**src/hdl/laser310_kbd_pkg.sv**
```systemverilog
package laser310_kbd_pkg;

	typedef logic [7:0] scan_code_t;

	// Active low, bit 8*row+column
	typedef logic [63:0] key_matrix_t;

	// Column read result KD5..KD0
	typedef logic [5:0] key_cols_t;

	localparam int KEY_ROWS = 8;
	localparam int KEY_COLS = 6;

	// PS/2 set 2 codes with a special meaning
	localparam scan_code_t SC_CTRL = 8'h14;
	localparam scan_code_t SC_F12 = 8'h07;

	// Ctrl sits in row 1, column 2
	localparam int KEY_CTRL_BIT = 10;

endpackage

```
**src/hdl/keyboard_matrix.sv**
```systemverilog
module keyboard_matrix (
	input  logic CLK50MHZ,
	input  logic RESET_N,
	input  logic key_strobe_i,
	input  logic key_pressed_i,
	input  laser310_kbd_pkg::scan_code_t key_code_i,
	input  logic [7:0] row_sel_i,
	output laser310_kbd_pkg::key_cols_t key_cols_o,
	output logic key_reset_req_o
);

	laser310_kbd_pkg::key_matrix_t key_matrix;
	logic [6:0] slot;	// Valid flag and matrix bit

	// PS/2 set 2 code to matrix position
	function automatic logic [6:0] key_slot(input laser310_kbd_pkg::scan_code_t code);
		logic [5:0] bit_pos;
		logic hit;
		bit_pos = '0;
		hit = 1'b1;
		case (code)
			8'h2C: bit_pos = 6'd0;	// T
			8'h1D: bit_pos = 6'd1;	// W
			8'h24: bit_pos = 6'd3;	// E
			8'h15: bit_pos = 6'd4;	// Q
			8'h2D: bit_pos = 6'd5;	// R
			8'h34: bit_pos = 6'd8;	// G
			8'h1B: bit_pos = 6'd9;	// S
			laser310_kbd_pkg::SC_CTRL: bit_pos = 6'(laser310_kbd_pkg::KEY_CTRL_BIT);
			8'h23: bit_pos = 6'd11;	// D
			8'h1C: bit_pos = 6'd12;	// A
			8'h2B: bit_pos = 6'd13;	// F
			8'h32: bit_pos = 6'd16;	// B
			8'h22: bit_pos = 6'd17;	// X
			8'h12: bit_pos = 6'd18;	// Left shift
			8'h21: bit_pos = 6'd19;	// C
			8'h1A: bit_pos = 6'd20;	// Z
			8'h2A: bit_pos = 6'd21;	// V
			8'h2E: bit_pos = 6'd24;	// 5
			8'h1E: bit_pos = 6'd25;	// 2
			8'h26: bit_pos = 6'd27;	// 3
			8'h16: bit_pos = 6'd28;	// 1
			8'h25: bit_pos = 6'd29;	// 4
			8'h31: bit_pos = 6'd32;	// N
			8'h49: bit_pos = 6'd33;	// .
			8'h41: bit_pos = 6'd35;	// ,
			8'h29: bit_pos = 6'd36;	// Space
			8'h3A: bit_pos = 6'd37;	// M
			8'h36: bit_pos = 6'd40;	// 6
			8'h46: bit_pos = 6'd41;	// 9
			8'h4E: bit_pos = 6'd42;	// -
			8'h3E: bit_pos = 6'd43;	// 8
			8'h45: bit_pos = 6'd44;	// 0
			8'h3D: bit_pos = 6'd45;	// 7
			8'h35: bit_pos = 6'd48;	// Y
			8'h44: bit_pos = 6'd49;	// O
			8'h5A: bit_pos = 6'd50;	// Return
			8'h43: bit_pos = 6'd51;	// I
			8'h4D: bit_pos = 6'd52;	// P
			8'h3C: bit_pos = 6'd53;	// U
			8'h33: bit_pos = 6'd56;	// H
			8'h4B: bit_pos = 6'd57;	// L
			8'h52: bit_pos = 6'd58;	// Quote maps to colon
			8'h42: bit_pos = 6'd59;	// K
			8'h4C: bit_pos = 6'd60;	// ;
			8'h3B: bit_pos = 6'd61;	// J
			default: hit = 1'b0;
		endcase
		return {hit, bit_pos};
	endfunction

	assign slot = key_slot(key_code_i);

	always_ff @(posedge CLK50MHZ or negedge RESET_N)
	begin
		if (!RESET_N)
		begin
			key_matrix <= '1;
			key_reset_req_o <= 1'b0;
		end
		else
		begin
			// Ctrl must already be held when F12 goes down
			key_reset_req_o <= key_strobe_i && key_pressed_i
				&& (key_code_i == laser310_kbd_pkg::SC_F12)
				&& !key_matrix[laser310_kbd_pkg::KEY_CTRL_BIT];
			if (key_strobe_i && slot[6])
				key_matrix[slot[5:0]] <= ~key_pressed_i;
		end
	end

	// A low address bit selects its row, any pressed key pulls its column low
	always_comb
	begin
		key_cols_o = '1;
		for (int r = 0; r < laser310_kbd_pkg::KEY_ROWS; r++)
			for (int k = 0; k < laser310_kbd_pkg::KEY_COLS; k++)
				if (!row_sel_i[r] && !key_matrix[8*r+k])
					key_cols_o[k] = 1'b0;
	end

endmodule

```
**config.mk**
```make
export PLATFORM = sky130hd
export DESIGN_NAME = keyboard_matrix
export DESIGN_NICKNAME = d
export VERILOG_FILES = /design/src/hdl/laser310_kbd_pkg.sv /design/src/hdl/keyboard_matrix.sv
export SDC_FILE = /design/constraint.sdc
export NUM_CORES = 1
export LEC_CHECK = 0
export ABC_CLOCK_PERIOD_IN_PS = 800
export BUFFER_PORTS_ARGS = -buffer_cell sky130_fd_sc_hd__clkbuf_2
export CAP_MARGIN = 10
export CORE_ASPECT_RATIO = 0.9
export CORE_MARGIN = 8
export CORE_UTILIZATION = 55
export CTS_BUF_LIST = sky130_fd_sc_hd__clkbuf_16
export DETAILED_ROUTE_END_ITERATION = 10
export PLACE_DENSITY = 0.78
export SLEW_MARGIN = 20
export SYNTH_ARGS = -nofsm -noshare
export SYNTH_HDL_FRONTEND = slang
export SYNTH_SLANG_ARGS = --single-unit
```
**constraint.sdc**
```tcl
create_clock -name CLK50MHZ -period 0.8 [get_ports CLK50MHZ]
set_input_delay 0.04 -clock CLK50MHZ [delete_from_list [all_inputs] [get_ports CLK50MHZ]]
set_output_delay 0.04 -clock CLK50MHZ [all_outputs]
set_load 0.005 [all_outputs]
```
==> impl_results.html, run 1 <==
<table>
<tr><th>Metric</th><th>Value</th></tr>
<tr><th colspan="2">Status</th></tr>
<tr><td>Result of the run</td><td>did not finish</td></tr>
<tr><td>Last stage the flow got to</td><td>5_1_grt</td></tr>
<tr><td>First error</td><td>[ERROR DPL-0038] Utilization greater than 100%, impossible to legalize</td></tr>
<tr><th colspan="2">Clock network</th></tr>
<tr><td>Clock tree root buffer cell</td><td>sky130_fd_sc_hd__clkbuf_16</td></tr>
<tr><td>CTS Buffer Depth</td><td>2</td></tr>
<tr><td>Num CTS Buffers</td><td>5</td></tr>
<tr><td>TritonCTS Sinks</td><td>49</td></tr>
<tr><td>Level count of the clock H-tree</td><td>2</td></tr>
<tr><th colspan="2">Synth</th></tr>
<tr><td>Post-synthesis async set-or-reset flop share</td><td>1.000</td></tr>
<tr><td>Post-synth top area share</td><td>0.3736</td></tr>
<tr><td>Post-synthesis cell type with the largest combined area</td><td>sky130_fd_sc_hd__dfstp_2</td></tr>
<tr><td>Distinct cell type count after synthesis</td><td>69</td></tr>
<tr><td>Yosys warns</td><td>0</td></tr>
<tr><td>Sequential share of the synthesized area</td><td>0.3810</td></tr>
<tr><td>Predominant post-synthesis flop cell</td><td>sky130_fd_sc_hd__dfstp_2</td></tr>
<tr><td>Mean instance size in the synthesized netlist</td><td>9.403 sq um</td></tr>
<tr><td>Number of flops mapped to enable cells by yosys</td><td>0</td></tr>
<tr><td>Area contributors post-synth</td><td>sky130_fd_sc_hd__dfstp_2, sky130_fd_sc_hd__o31ai_1, sky130_fd_sc_hd__o22ai_1, sky130_fd_sc_hd__mux2i_1, sky130_fd_sc_hd__o21ai_0</td></tr>
<tr><td>Post-synth net total</td><td>379</td></tr>
<tr><td>Number of standard cells after synthesis</td><td>359</td></tr>
<tr><td>Flip-flop and latch count after synthesis</td><td>49</td></tr>
<tr><td>Combined area of all synthesized cells</td><td>3376 sq um</td></tr>
<tr><th colspan="2">Place</th></tr>
<tr><td>Routability cong.</td><td>0.9297</td></tr>
<tr><td>Worst slack after detailed placement</td><td>-1.454 ns</td></tr>
<tr><td>Final HPWL from detailed placement</td><td>8.794 mm</td></tr>
<tr><td>Number of placed instances with taps included</td><td>545</td></tr>
<tr><td>Port-buffer cells</td><td>26</td></tr>
<tr><th colspan="2">Timing</th></tr>
<tr><td>Worst endpoint left by the global-route repair_timing run</td><td>key_matrix[48]$_DFFE_PN1P_/D</td></tr>
<tr><td>WEP type</td><td>register data pin</td></tr>
<tr><th colspan="2">Floorplanning</th></tr>
<tr><td>Die width</td><td>98.58 um</td></tr>
<tr><td>Num ports</td><td>27</td></tr>
<tr><td>Standard-cell row count</td><td>27</td></tr>
<tr><td>Floorplan die height</td><td>90.33 um</td></tr>
<tr><td>Effective utilization at floorplan</td><td>0.5614</td></tr>
<tr><th colspan="2">GRT</th></tr>
<tr><td>Largest net degree at the start of global routing</td><td>50</td></tr>
</table>
==> through the flow <==
| stage | setup TNS, ns | utilization | cell area (sq um) |
|---|---|---|---|
| after floorplan | -42.13 | - | 3660 |
| after global placement | -59.92 | 0.7657 | 4604 |
| after detailed placement | -62.52 | 0.7657 | 4604 |
| after CTS | -40.34 | 0.9578 | 5759 |
==> logic make-up after synthesis <==
kind of cell	count (synthesis)	synth area share
AOI/OAI and AO/OA	134	0.2847
and+or+nand+nor	105	0.2087
muxes	15	0.04485
xor gates and xnor gates	4	0.01038
buffers and inverters	52	0.07042
DFF	49	0.3810
==> synthesized netlist by cell type, drive strengths merged (2+ instances only) <==
cell	count
o41ai	10
o211ai	3
and2b	2
a22o	2
nor3b	7
nor4b	2
nand4	5
buf	20
or4b	2
dfstp	48
nor3	6
o22ai	25
or3b	3
or2	5
xnor2	2
o31ai	31
nor2b	7
xor2	2
nand2	14
nor2	12
o32ai	2
nand2b	12
a21oi	6
inv	17
mux2i	14
a31oi	2
nand3b	4
and3b	3
o211a	2
clkbuf	15
o21ai	34
o311a	2
nor4	12
nand3	6
==> what timing repair did <==
item,CTS
cloned,2
resized for setup,170
hold endpoints to repair,49
hold buffers,1
setup endpoints to repair,53
setup buffers,18
pin swaps,37
==> run 2, diff against run 1 <==
==> config.mk (replaced) <==
export PLATFORM = sky130hd
export DESIGN_NAME = keyboard_matrix
export DESIGN_NICKNAME = d
export VERILOG_FILES = /design/src/hdl/laser310_kbd_pkg.sv /design/src/hdl/keyboard_matrix.sv
export SDC_FILE = /design/constraint.sdc
export NUM_CORES = 1
export LEC_CHECK = 0
export ABC_CLOCK_PERIOD_IN_PS = 1040
export BUFFER_PORTS_ARGS = -buffer_cell sky130_fd_sc_hd__clkbuf_2
export CAP_MARGIN = 10
export CORE_MARGIN = 8
export CORE_UTILIZATION = 40
export DETAILED_ROUTE_END_ITERATION = 10
export PLACE_DENSITY_LB_ADDON = 0.15
export SLEW_MARGIN = 20
export SYNTH_ARGS = -nofsm -noshare
export SYNTH_HDL_FRONTEND = slang
export SYNTH_SLANG_ARGS = --single-unit
==> constraint.sdc (replaced) <==
create_clock -name CLK50MHZ -period 1.04 [get_ports CLK50MHZ]
set_input_delay 0.052 -clock CLK50MHZ [delete_from_list [all_inputs] [get_ports CLK50MHZ]]
set_output_delay 0.052 -clock CLK50MHZ [all_outputs]
set_load 0.005 [all_outputs]
==> impl_results.html, run 2 <==
<table>
<tr><th>Metric</th><th>Value</th></tr>
<tr><th colspan="2">Route</th></tr>
<tr><td>Average wire per cell in the routed design</td><td>22.83 um</td></tr>
<tr><td>Number of vias in the routed layout</td><td>3899</td></tr>
<tr><td>Antenna violation net count after detailed routing</td><td>0</td></tr>
<tr><td>Number of remaining DRC errors</td><td>0</td></tr>
<tr><td>Average vias per placed instance</td><td>6.279</td></tr>
<tr><td>Total length of routed wires</td><td>14.18 mm</td></tr>
<tr><td>Detailed-routing iteration count for the pre-antenna-repair pass</td><td>5</td></tr>
<tr><td>1st-iter DRT viols</td><td>282</td></tr>
<tr><th colspan="2">Synth</th></tr>
<tr><td>Sequential share of the synthesized area</td><td>0.3810</td></tr>
<tr><td>Post-synthesis cell type with the largest combined area</td><td>sky130_fd_sc_hd__dfstp_2</td></tr>
<tr><td>Count leader, synth</td><td>sky130_fd_sc_hd__dfstp_2</td></tr>
<tr><td>Top cells by instance count after synthesis</td><td>sky130_fd_sc_hd__dfstp_2, sky130_fd_sc_hd__o31ai_1, sky130_fd_sc_hd__o21ai_0</td></tr>
<tr><td>Flip-flop and latch count after synthesis</td><td>49</td></tr>
<tr><td>Post-synth net total</td><td>379</td></tr>
<tr><td>Combined area of all synthesized cells</td><td>3376 sq um</td></tr>
<tr><td>Post-synthesis async set-or-reset flop share</td><td>1.000</td></tr>
<tr><td>Predominant post-synthesis flop cell</td><td>sky130_fd_sc_hd__dfstp_2</td></tr>
<tr><td>Adder-cell share of the synthesized area</td><td>0</td></tr>
<tr><td>Post-synth top area share</td><td>0.3736</td></tr>
<tr><td>Xor/xnor share of the synthesized area</td><td>0.01038</td></tr>
<tr><td>Simple-Gate Fraction of Synth Area</td><td>0.2087</td></tr>
<tr><td>Yosys warns</td><td>0</td></tr>
<tr><td>Number of standard cells after synthesis</td><td>359</td></tr>
<tr><td>Distinct cell type count after synthesis</td><td>69</td></tr>
<tr><td>Area contributors post-synth</td><td>sky130_fd_sc_hd__dfstp_2, sky130_fd_sc_hd__o31ai_1, sky130_fd_sc_hd__o22ai_1, sky130_fd_sc_hd__mux2i_1, sky130_fd_sc_hd__o21ai_0</td></tr>
<tr><td>Mean instance size in the synthesized netlist</td><td>9.403 sq um</td></tr>
<tr><td>Post-synthesis mux area share</td><td>0.04485</td></tr>
<tr><td>Number of flops mapped to enable cells by yosys</td><td>0</td></tr>
<tr><td>Compound-Gate Fraction of Synth Area</td><td>0.2847</td></tr>
<tr><td>Largest family of logic cells by synthesized area</td><td>compound AO/OA/AOI/OAI gates</td></tr>
<tr><th colspan="2">GRT</th></tr>
<tr><td>Gr ovfl total</td><td>0</td></tr>
<tr><td>Largest net degree at the start of global routing</td><td>50</td></tr>
<tr><td>Vias in the first global route</td><td>3795</td></tr>
<tr><td>Number of antenna violations at the first check in global routing</td><td>0</td></tr>
<tr><td>Total track usage</td><td>0.2137</td></tr>
<tr><td>First-pass GRT wire length</td><td>19.80 mm</td></tr>
<tr><th colspan="2">Status</th></tr>
<tr><td>Result of the run</td><td>complete, but fails checks</td></tr>
<tr><td>Violated checks</td><td>setup timing</td></tr>
<tr><th colspan="2">Timing</th></tr>
<tr><td>Total negative slack</td><td>-36.30 ns</td></tr>
<tr><td>Final Critical Period</td><td>1.897 ns</td></tr>
<tr><td>Final worst setup slack</td><td>-0.8573 ns</td></tr>
<tr><td>Worst slew margin relative to its limit</td><td>0.5527</td></tr>
<tr><td>Worst Clk Skew</td><td>0.00007261 ns</td></tr>
<tr><td>RSZ-0062 raised after global routing</td><td>true</td></tr>
<tr><td>Final slew viol count</td><td>0</td></tr>
<tr><td>Maximum clock frequency</td><td>527.1 MHz</td></tr>
<tr><td>Hold_ws</td><td>0.08599 ns</td></tr>
<tr><td>Final Hold Violating Endpoints</td><td>0</td></tr>
<tr><td>Final worst path period share</td><td>1.824</td></tr>
<tr><td>Transition at the pin with the smallest max-transition slack</td><td>0.6678 ns</td></tr>
<tr><td>Final setup violation count</td><td>51</td></tr>
<tr><th colspan="2">Worst setup path</th></tr>
<tr><td>Worst endpoint required time</td><td>1.24 ns</td></tr>
<tr><td>Type of element launching the critical path</td><td>primary input</td></tr>
<tr><td>Destination of the worst register-to-register timing path</td><td>key_matrix[44]</td></tr>
<tr><td>Crit Path Class</td><td>primary input to flip-flop</td></tr>
<tr><td>Slack of the worst reg-to-reg path</td><td>0.07 ns</td></tr>
<tr><td>Kind of end point of the critical path</td><td>flip-flop</td></tr>
<tr><td>Crit Reg-Reg Startpoint</td><td>key_matrix[44]</td></tr>
<tr><td>Logic depth of the worst register-to-register path</td><td>4</td></tr>
<tr><td>Arrival time of the worst setup path</td><td>2.10 ns</td></tr>
<tr><td>Largest fanout on the critical path</td><td>12</td></tr>
<tr><th colspan="2">Clock network</th></tr>
<tr><td>Clock latency on the worst-skew pair</td><td>0.30 ns</td></tr>
<tr><td>Level count of the clock H-tree</td><td>2</td></tr>
<tr><td>Clock tree from TritonCTS</td><td>done</td></tr>
<tr><td>TritonCTS Sinks</td><td>49</td></tr>
<tr><td>CTS Buffer Depth</td><td>2</td></tr>
<tr><td>Clock tree root buffer cell</td><td>sky130_fd_sc_hd__clkbuf_8</td></tr>
<tr><td>Num CTS Buffers</td><td>5</td></tr>
<tr><td>Clock slew at the register clock pins of the worst setup and hold paths</td><td>0.09 ns</td></tr>
<tr><th colspan="2">Power</th></tr>
<tr><td>Power Dens Cells</td><td>882.9 nW/um^2</td></tr>
<tr><td>Final total power</td><td>5.455 mW</td></tr>
<tr><td>Leakage power</td><td>2.589 nW</td></tr>
<tr><td>Peak supply drop</td><td>0.7581 mV</td></tr>
<tr><th colspan="2">Finish</th></tr>
<tr><td>Finished Cell Area</td><td>6178 sq um</td></tr>
<tr><td>Proportion of layout cells with a drive suffix above 1</td><td>0.7345</td></tr>
<tr><td>Final core utilization</td><td>0.7519</td></tr>
<tr><td>Nets@finish</td><td>535</td></tr>
<tr><td>Number of inserted diodes</td><td>0</td></tr>
<tr><td>Post-Layout Cell Count</td><td>621</td></tr>
<tr><td>Synthesis-to-layout area growth</td><td>83.02%</td></tr>
<tr><td>Leading cell type in the layout, fill and taps excluded</td><td>sky130_fd_sc_hd__buf_4</td></tr>
<tr><td>Max reg flops</td><td>48</td></tr>
<tr><td>Register area</td><td>1286 sq um</td></tr>
<tr><td>Largest registers in the final layout</td><td>key_matrix x48, key_reset_req_o x1</td></tr>
<tr><td>Register with the most flip-flops</td><td>key_matrix</td></tr>
<tr><td>Filler cell count in the final layout</td><td>453</td></tr>
<tr><td>Leading cell types in the layout, fill and taps excluded</td><td>sky130_fd_sc_hd__buf_4, sky130_fd_sc_hd__dfstp_2, sky130_fd_sc_hd__buf_6</td></tr>
<tr><td>Footprint of the multi-input gates</td><td>2856 sq um</td></tr>
<tr><th colspan="2">Floorplanning</th></tr>
<tr><td>Standard-cell row count</td><td>33</td></tr>
<tr><td>Core footprint</td><td>8217 sq um</td></tr>
<tr><td>Effective utilization at floorplan</td><td>0.4108</td></tr>
<tr><td>Floorplan die height</td><td>107.9 um</td></tr>
<tr><td>Die width</td><td>107.9 um</td></tr>
<tr><td>Num ports</td><td>27</td></tr>
<tr><td>Area enclosed by the die boundary</td><td>11630 sq um</td></tr>
<tr><th colspan="2">Place</th></tr>
<tr><td>Port-buffer cells</td><td>26</td></tr>
<tr><td>Routability cong.</td><td>0.8873</td></tr>
<tr><td>Worst slack after detailed placement</td><td>-1.299 ns</td></tr>
<tr><td>Number of placed instances with taps included</td><td>564</td></tr>
<tr><td>Cell area after placement</td><td>4533 sq um</td></tr>
<tr><td>Final HPWL from detailed placement</td><td>8.245 mm</td></tr>
<tr><th colspan="2">Hold path</th></tr>
<tr><td>Hold path startpoint</td><td>key_code_i[1]</td></tr>
<tr><td>Worst Hold Depth</td><td>3</td></tr>
<tr><td>Hold-critical path endpoint</td><td>key_reset_req_o</td></tr>
<tr><td>Worst min-delay path class</td><td>primary input to flip-flop</td></tr>
<tr><th colspan="2">Run</th></tr>
<tr><td>Count of maximum capacitance violations</td><td>0</td></tr>
</table>
==> run 2: final cells by class <==
type                            count  share of cell area
Tap cell                          105             0.02126
Clock buffer                        6             0.01337
Clock inverter                      2            0.006075
Timing Repair Buffer              184              0.2785
Multi-Input combinational cell    258              0.4623
Inverter                           17             0.01033
Sequential cell                    49              0.2082
==> run 2: kinds of logic after synthesis <==
group	Yosys count
xor+xnor	4
buf+inv	52
compound gates	134
simple gates	105
mux	15
flops	49
==> run 2: per-layer routing <==
| metal | track usage | routed length [um] | up-vias | part of all wire |
|---|---|---|---|---|
| met5 | 0 | 0 | - | 0 |
| li1 | - | - | 1699 | - |
| met2 | 0.3557 | 7092 | 201 | 0.50 |
| met3 | 0.04431 | 1016 | 48 | 0.072 |
| met4 | 0.05055 | 410 | 0 | 0.029 |
| met1 | 0.2757 | 5656 | 1951 | 0.40 |
==> run 2: critical path, cell delays in order <==
cell,delay (ns)
sky130_fd_sc_hd__buf_8,0.10
sky130_fd_sc_hd__buf_8,0.12
sky130_fd_sc_hd__nor3b_4,0.33
sky130_fd_sc_hd__o21ai_2,0.10
sky130_fd_sc_hd__a311o_1,0.46
sky130_fd_sc_hd__a21boi_4,0.32
sky130_fd_sc_hd__nand3_2,0.17
sky130_fd_sc_hd__buf_6,0.19
sky130_fd_sc_hd__o31ai_1,0.25
==> run 2: report_power, final <==
| part | internal [mW] | total (mW) | switching [mW] |
|---|---|---|---|
| clock network | 0.783 | 1.46 | 0.680 |
| logic | 0.881 | 1.77 | 0.888 |
| registers | 2.12 | 2.22 | 0.104 |
| total | 3.78 | 5.45 | 1.67 |
==> run 2: how the worst max path moves through the flow <==
stage / start / to / slack [ns] / depth (start not counted)
CTS: key_code_i[5] / key_matrix[5] / -0.78 / 9
finish: key_code_i[3] / key_matrix[9] / -0.86 / 9
floorplan: key_code_i[1] / key_matrix[4] / -0.84 / 10
global route: key_code_i[3] / key_matrix[13] / -0.88 / 10
global placement: key_code_i[5] / key_matrix[25] / -1.23 / 10
detailed placement: key_code_i[1] / key_matrix[32] / -1.30 / 10
==> run 2: timing repair <==
action	4_1_cts	5_1_grt
setup endpoints to repair	51	51
gates cloned	3	4
hold endpoints to repair	50	0
hold buffers	2	0
buffers inserted	20	23
resized for setup	137	106
pin swaps	53	45
No activity file was read; power rests on OpenSTA's default activity.
==> run 3, diff against run 2 <==
--- a/config.mk
+++ b/config.mk
@@ -8,6 +8,8 @@
 export ABC_CLOCK_PERIOD_IN_PS = 1040
 export BUFFER_PORTS_ARGS = -buffer_cell sky130_fd_sc_hd__clkbuf_2
 export CAP_MARGIN = 10
+export CELL_PAD_IN_SITES_DETAIL_PLACEMENT = 0
+export CELL_PAD_IN_SITES_GLOBAL_PLACEMENT = 1
 export CORE_MARGIN = 8
 export CORE_UTILIZATION = 40
 export DETAILED_ROUTE_END_ITERATION = 10
==> impl_results.html, run 3 (synthesis results as in run 2) <==
<table>
<tr><th>Metric</th><th>Value</th></tr>
<tr><th colspan="2">Route</th></tr>
<tr><td>Antenna violation net count after detailed routing</td><td>0</td></tr>
<tr><td>Average wire per cell in the routed design</td><td>21.71 um</td></tr>
<tr><td>1st-iter DRT viols</td><td>277</td></tr>
<tr><td>Number of remaining DRC errors</td><td>0</td></tr>
<tr><td>Total length of routed wires</td><td>13.27 mm</td></tr>
<tr><td>Detailed-routing iteration count for the pre-antenna-repair pass</td><td>4</td></tr>
<tr><td>Number of vias in the routed layout</td><td>3741</td></tr>
<tr><td>Average vias per placed instance</td><td>6.123</td></tr>
<tr><th colspan="2">Floorplanning</th></tr>
<tr><td>Num ports</td><td>27</td></tr>
<tr><td>Die width</td><td>107.9 um</td></tr>
<tr><td>Floorplan die height</td><td>107.9 um</td></tr>
<tr><td>Area enclosed by the die boundary</td><td>11630 sq um</td></tr>
<tr><td>Effective utilization at floorplan</td><td>0.4108</td></tr>
<tr><td>Core footprint</td><td>8217 sq um</td></tr>
<tr><td>Standard-cell row count</td><td>33</td></tr>
<tr><th colspan="2">Power</th></tr>
<tr><td>Final total power</td><td>5.048 mW</td></tr>
<tr><td>Proportion of total power due to net switching</td><td>0.3194</td></tr>
<tr><td>Power spent charging and discharging nets</td><td>1.612 mW</td></tr>
<tr><td>Leakage power</td><td>2.437 nW</td></tr>
<tr><td>Combinational Power Share</td><td>0.328</td></tr>
<tr><td>Share of total power in sequential cells</td><td>0.441</td></tr>
<tr><td>Power Dens Cells</td><td>849.2 nW/um^2</td></tr>
<tr><td>Pint</td><td>3.435 mW</td></tr>
<tr><td>Fraction of power consumed by the clock network</td><td>0.230</td></tr>
<tr><td>Peak supply drop</td><td>0.6295 mV</td></tr>
<tr><th colspan="2">Timing</th></tr>
<tr><td>RSZ-0062 raised after global routing</td><td>true</td></tr>
<tr><td>Final worst path period share</td><td>1.718</td></tr>
<tr><td>Total negative slack</td><td>-31.73 ns</td></tr>
<tr><td>Final setup violation count</td><td>51</td></tr>
<tr><td>Final Critical Period</td><td>1.787 ns</td></tr>
<tr><td>Final worst setup slack</td><td>-0.7467 ns</td></tr>
<tr><td>Maximum clock frequency</td><td>559.7 MHz</td></tr>
<tr><td>Final slew viol count</td><td>0</td></tr>
<tr><td>Worst slew margin relative to its limit</td><td>0.6298</td></tr>
<tr><td>Hold_ws</td><td>0.1117 ns</td></tr>
<tr><td>Transition at the pin with the smallest max-transition slack</td><td>0.5527 ns</td></tr>
<tr><td>Final Hold Violating Endpoints</td><td>0</td></tr>
<tr><td>Worst Clk Skew</td><td>0.0003894 ns</td></tr>
<tr><th colspan="2">Worst setup path</th></tr>
<tr><td>Crit Path Class</td><td>primary input to flip-flop</td></tr>
<tr><td>Logic depth of the worst register-to-register path</td><td>3</td></tr>
<tr><td>Largest fanout on the critical path</td><td>6</td></tr>
<tr><td>Kind of end point of the critical path</td><td>flip-flop</td></tr>
<tr><td>Slack of the worst reg-to-reg path</td><td>0.13 ns</td></tr>
<tr><td>Arrival time of the worst setup path</td><td>2.02 ns</td></tr>
<tr><td>Crit Reg-Reg Startpoint</td><td>key_matrix[10]</td></tr>
<tr><td>Destination of the worst register-to-register timing path</td><td>key_matrix[10]</td></tr>
<tr><td>Type of element launching the critical path</td><td>primary input</td></tr>
<tr><td>Worst endpoint required time</td><td>1.28 ns</td></tr>
<tr><th colspan="2">Clock network</th></tr>
<tr><td>Level count of the clock H-tree</td><td>2</td></tr>
<tr><td>TritonCTS Sinks</td><td>49</td></tr>
<tr><td>Num CTS Buffers</td><td>5</td></tr>
<tr><td>Clock slew at the register clock pins of the worst setup and hold paths</td><td>0.09 ns</td></tr>
<tr><td>CTS Buffer Depth</td><td>2</td></tr>
<tr><td>Clock tree from TritonCTS</td><td>done</td></tr>
<tr><td>Clock latency on the worst-skew pair</td><td>0.30 ns</td></tr>
<tr><td>Clock tree root buffer cell</td><td>sky130_fd_sc_hd__clkbuf_8</td></tr>
<tr><th colspan="2">Finish</th></tr>
<tr><td>Number of inserted diodes</td><td>0</td></tr>
<tr><td>Largest registers in the final layout</td><td>key_matrix x48, key_reset_req_o x1</td></tr>
<tr><td>Leading cell type in the layout, fill and taps excluded</td><td>sky130_fd_sc_hd__buf_4</td></tr>
<tr><td>Filler cell count in the final layout</td><td>556</td></tr>
<tr><td>Nets@finish</td><td>525</td></tr>
<tr><td>Max reg flops</td><td>48</td></tr>
<tr><td>Proportion of layout cells with a drive suffix above 1</td><td>0.7194</td></tr>
<tr><td>Synthesis-to-layout area growth</td><td>76.09%</td></tr>
<tr><td>Register with the most flip-flops</td><td>key_matrix</td></tr>
<tr><td>Leading cell types in the layout, fill and taps excluded</td><td>sky130_fd_sc_hd__buf_4, sky130_fd_sc_hd__dfstp_2, sky130_fd_sc_hd__buf_6</td></tr>
<tr><th colspan="2">GRT</th></tr>
<tr><td>Largest net degree at the start of global routing</td><td>50</td></tr>
<tr><td>Gr ovfl total</td><td>0</td></tr>
<tr><td>Number of antenna violations at the first check in global routing</td><td>0</td></tr>
<tr><td>First-pass GRT wire length</td><td>20.09 mm</td></tr>
<tr><td>Vias in the first global route</td><td>3742</td></tr>
<tr><td>Total track usage</td><td>0.2199</td></tr>
<tr><th colspan="2">Hold path</th></tr>
<tr><td>Worst Hold Depth</td><td>4</td></tr>
<tr><td>Worst min-delay path class</td><td>primary input to flip-flop</td></tr>
<tr><td>Hold-critical path endpoint</td><td>key_reset_req_o</td></tr>
<tr><td>Hold path startpoint</td><td>key_strobe_i</td></tr>
<tr><th colspan="2">Place</th></tr>
<tr><td>Routability cong.</td><td>0.9206</td></tr>
<tr><td>Worst slack after detailed placement</td><td>-1.249 ns</td></tr>
<tr><td>Port-buffer cells</td><td>26</td></tr>
<tr><td>Final HPWL from detailed placement</td><td>8.102 mm</td></tr>
<tr><th colspan="2">Status</th></tr>
<tr><td>Result of the run</td><td>complete, but fails checks</td></tr>
<tr><td>Violated checks</td><td>setup timing</td></tr>
<tr><th colspan="2">Run</th></tr>
<tr><td>Count of maximum capacitance violations</td><td>0</td></tr>
</table>
run 3: cell count changes in the layout (fill, tap and decap cells not counted), moves of 3 or more:
cell	before	now
sky130_fd_sc_hd__buf_4	106	102
sky130_fd_sc_hd__buf_6	37	30
sky130_fd_sc_hd__clkbuf_16	3	6
sky130_fd_sc_hd__nor4_2	4	7
sky130_fd_sc_hd__o21ai_1	7	3
sky130_fd_sc_hd__o21ai_2	16	19
sky130_fd_sc_hd__o41ai_1	0	3
run 3: timing repair:
item	CTS	global route
hold buffers	1	0
resized for setup	153	62
pin swaps	40	42
setup buffers	22	25
cloned	6	1
endpoints found under the hold margin	49	0
setup endpoints to repair	51	51
run 3: per-layer routing:
| metal | vias up | part of all wire | wire, um | GRT usage |
|---|---|---|---|---|
| met5 | - | 0 | 0 | 0 |
| li1 | 1688 | - | - | - |
| met4 | 0 | 0.015 | 205 | 0.05352 |
| met2 | 146 | 0.49 | 6562 | 0.3575 |
| met1 | 1884 | 0.43 | 5718 | 0.3005 |
| met3 | 23 | 0.059 | 778 | 0.02814 |
run 3: final cells by class:
| type | count | area, sq um | area share |
|---|---|---|---|
| multi-input cells | 259 | 2745 | 0.4618 |
| inverters | 17 | 63.81 | 0.01073 |
| clock inverters | 2 | 15.01 | 0.002526 |
| clock buffers | 6 | 72.57 | 0.01221 |
| flip-flops and latches | 49 | 1286 | 0.2164 |
| repair buffers | 173 | 1630 | 0.2743 |
| well taps | 105 | 131.4 | 0.02210 |
run 3: stage by stage:
step                utilization  area [sq um]  instances
finish                   0.7235          5944        611
global route             0.7235          5944        611
CTS                      0.6650          5464        587
detailed placement       0.5377          4418        552
global placement         0.5377          4418        552
floorplan                     -          3649        359
run 3: power by group through the flow:
stage | combinational (mW) | clock, mW | sequential (mW)
2_1_floorplan | 0.637 | 0 | 2.20
3_3_place_gp | 1.08 | 0 | 2.22
3_5_place_dp | 1.10 | 0 | 2.23
4_1_cts | 1.42 | 1.17 | 2.21
5_1_grt | 1.75 | 1.23 | 2.24
6_report | 1.66 | 1.16 | 2.23
run 3: worst max-delay path by stage:
stage,startpoint,slack [ns],to,depth (start not counted)
6_report,key_code_i[5],-0.75,key_matrix[4],10
5_1_grt,key_code_i[2],-0.83,key_matrix[1],9
4_1_cts,key_code_i[2],-0.71,key_matrix[1],9
3_5_place_dp,key_code_i[5],-1.25,key_matrix[1],9
3_3_place_gp,key_code_i[5],-1.20,key_matrix[37],10
2_1_floorplan,key_code_i[1],-0.84,key_matrix[4],10
run 3: critical path, stage by stage:
cell and delay [ns]:
sky130_fd_sc_hd__clkbuf_16 0.14, sky130_fd_sc_hd__buf_8 0.12, sky130_fd_sc_hd__and3b_2 0.23, sky130_fd_sc_hd__a22o_1 0.27
sky130_fd_sc_hd__a221oi_4 0.29, sky130_fd_sc_hd__o211a_1 0.24, sky130_fd_sc_hd__nand3_4 0.10, sky130_fd_sc_hd__buf_4 0.15
sky130_fd_sc_hd__nor4_4 0.21, sky130_fd_sc_hd__mux2i_1 0.22
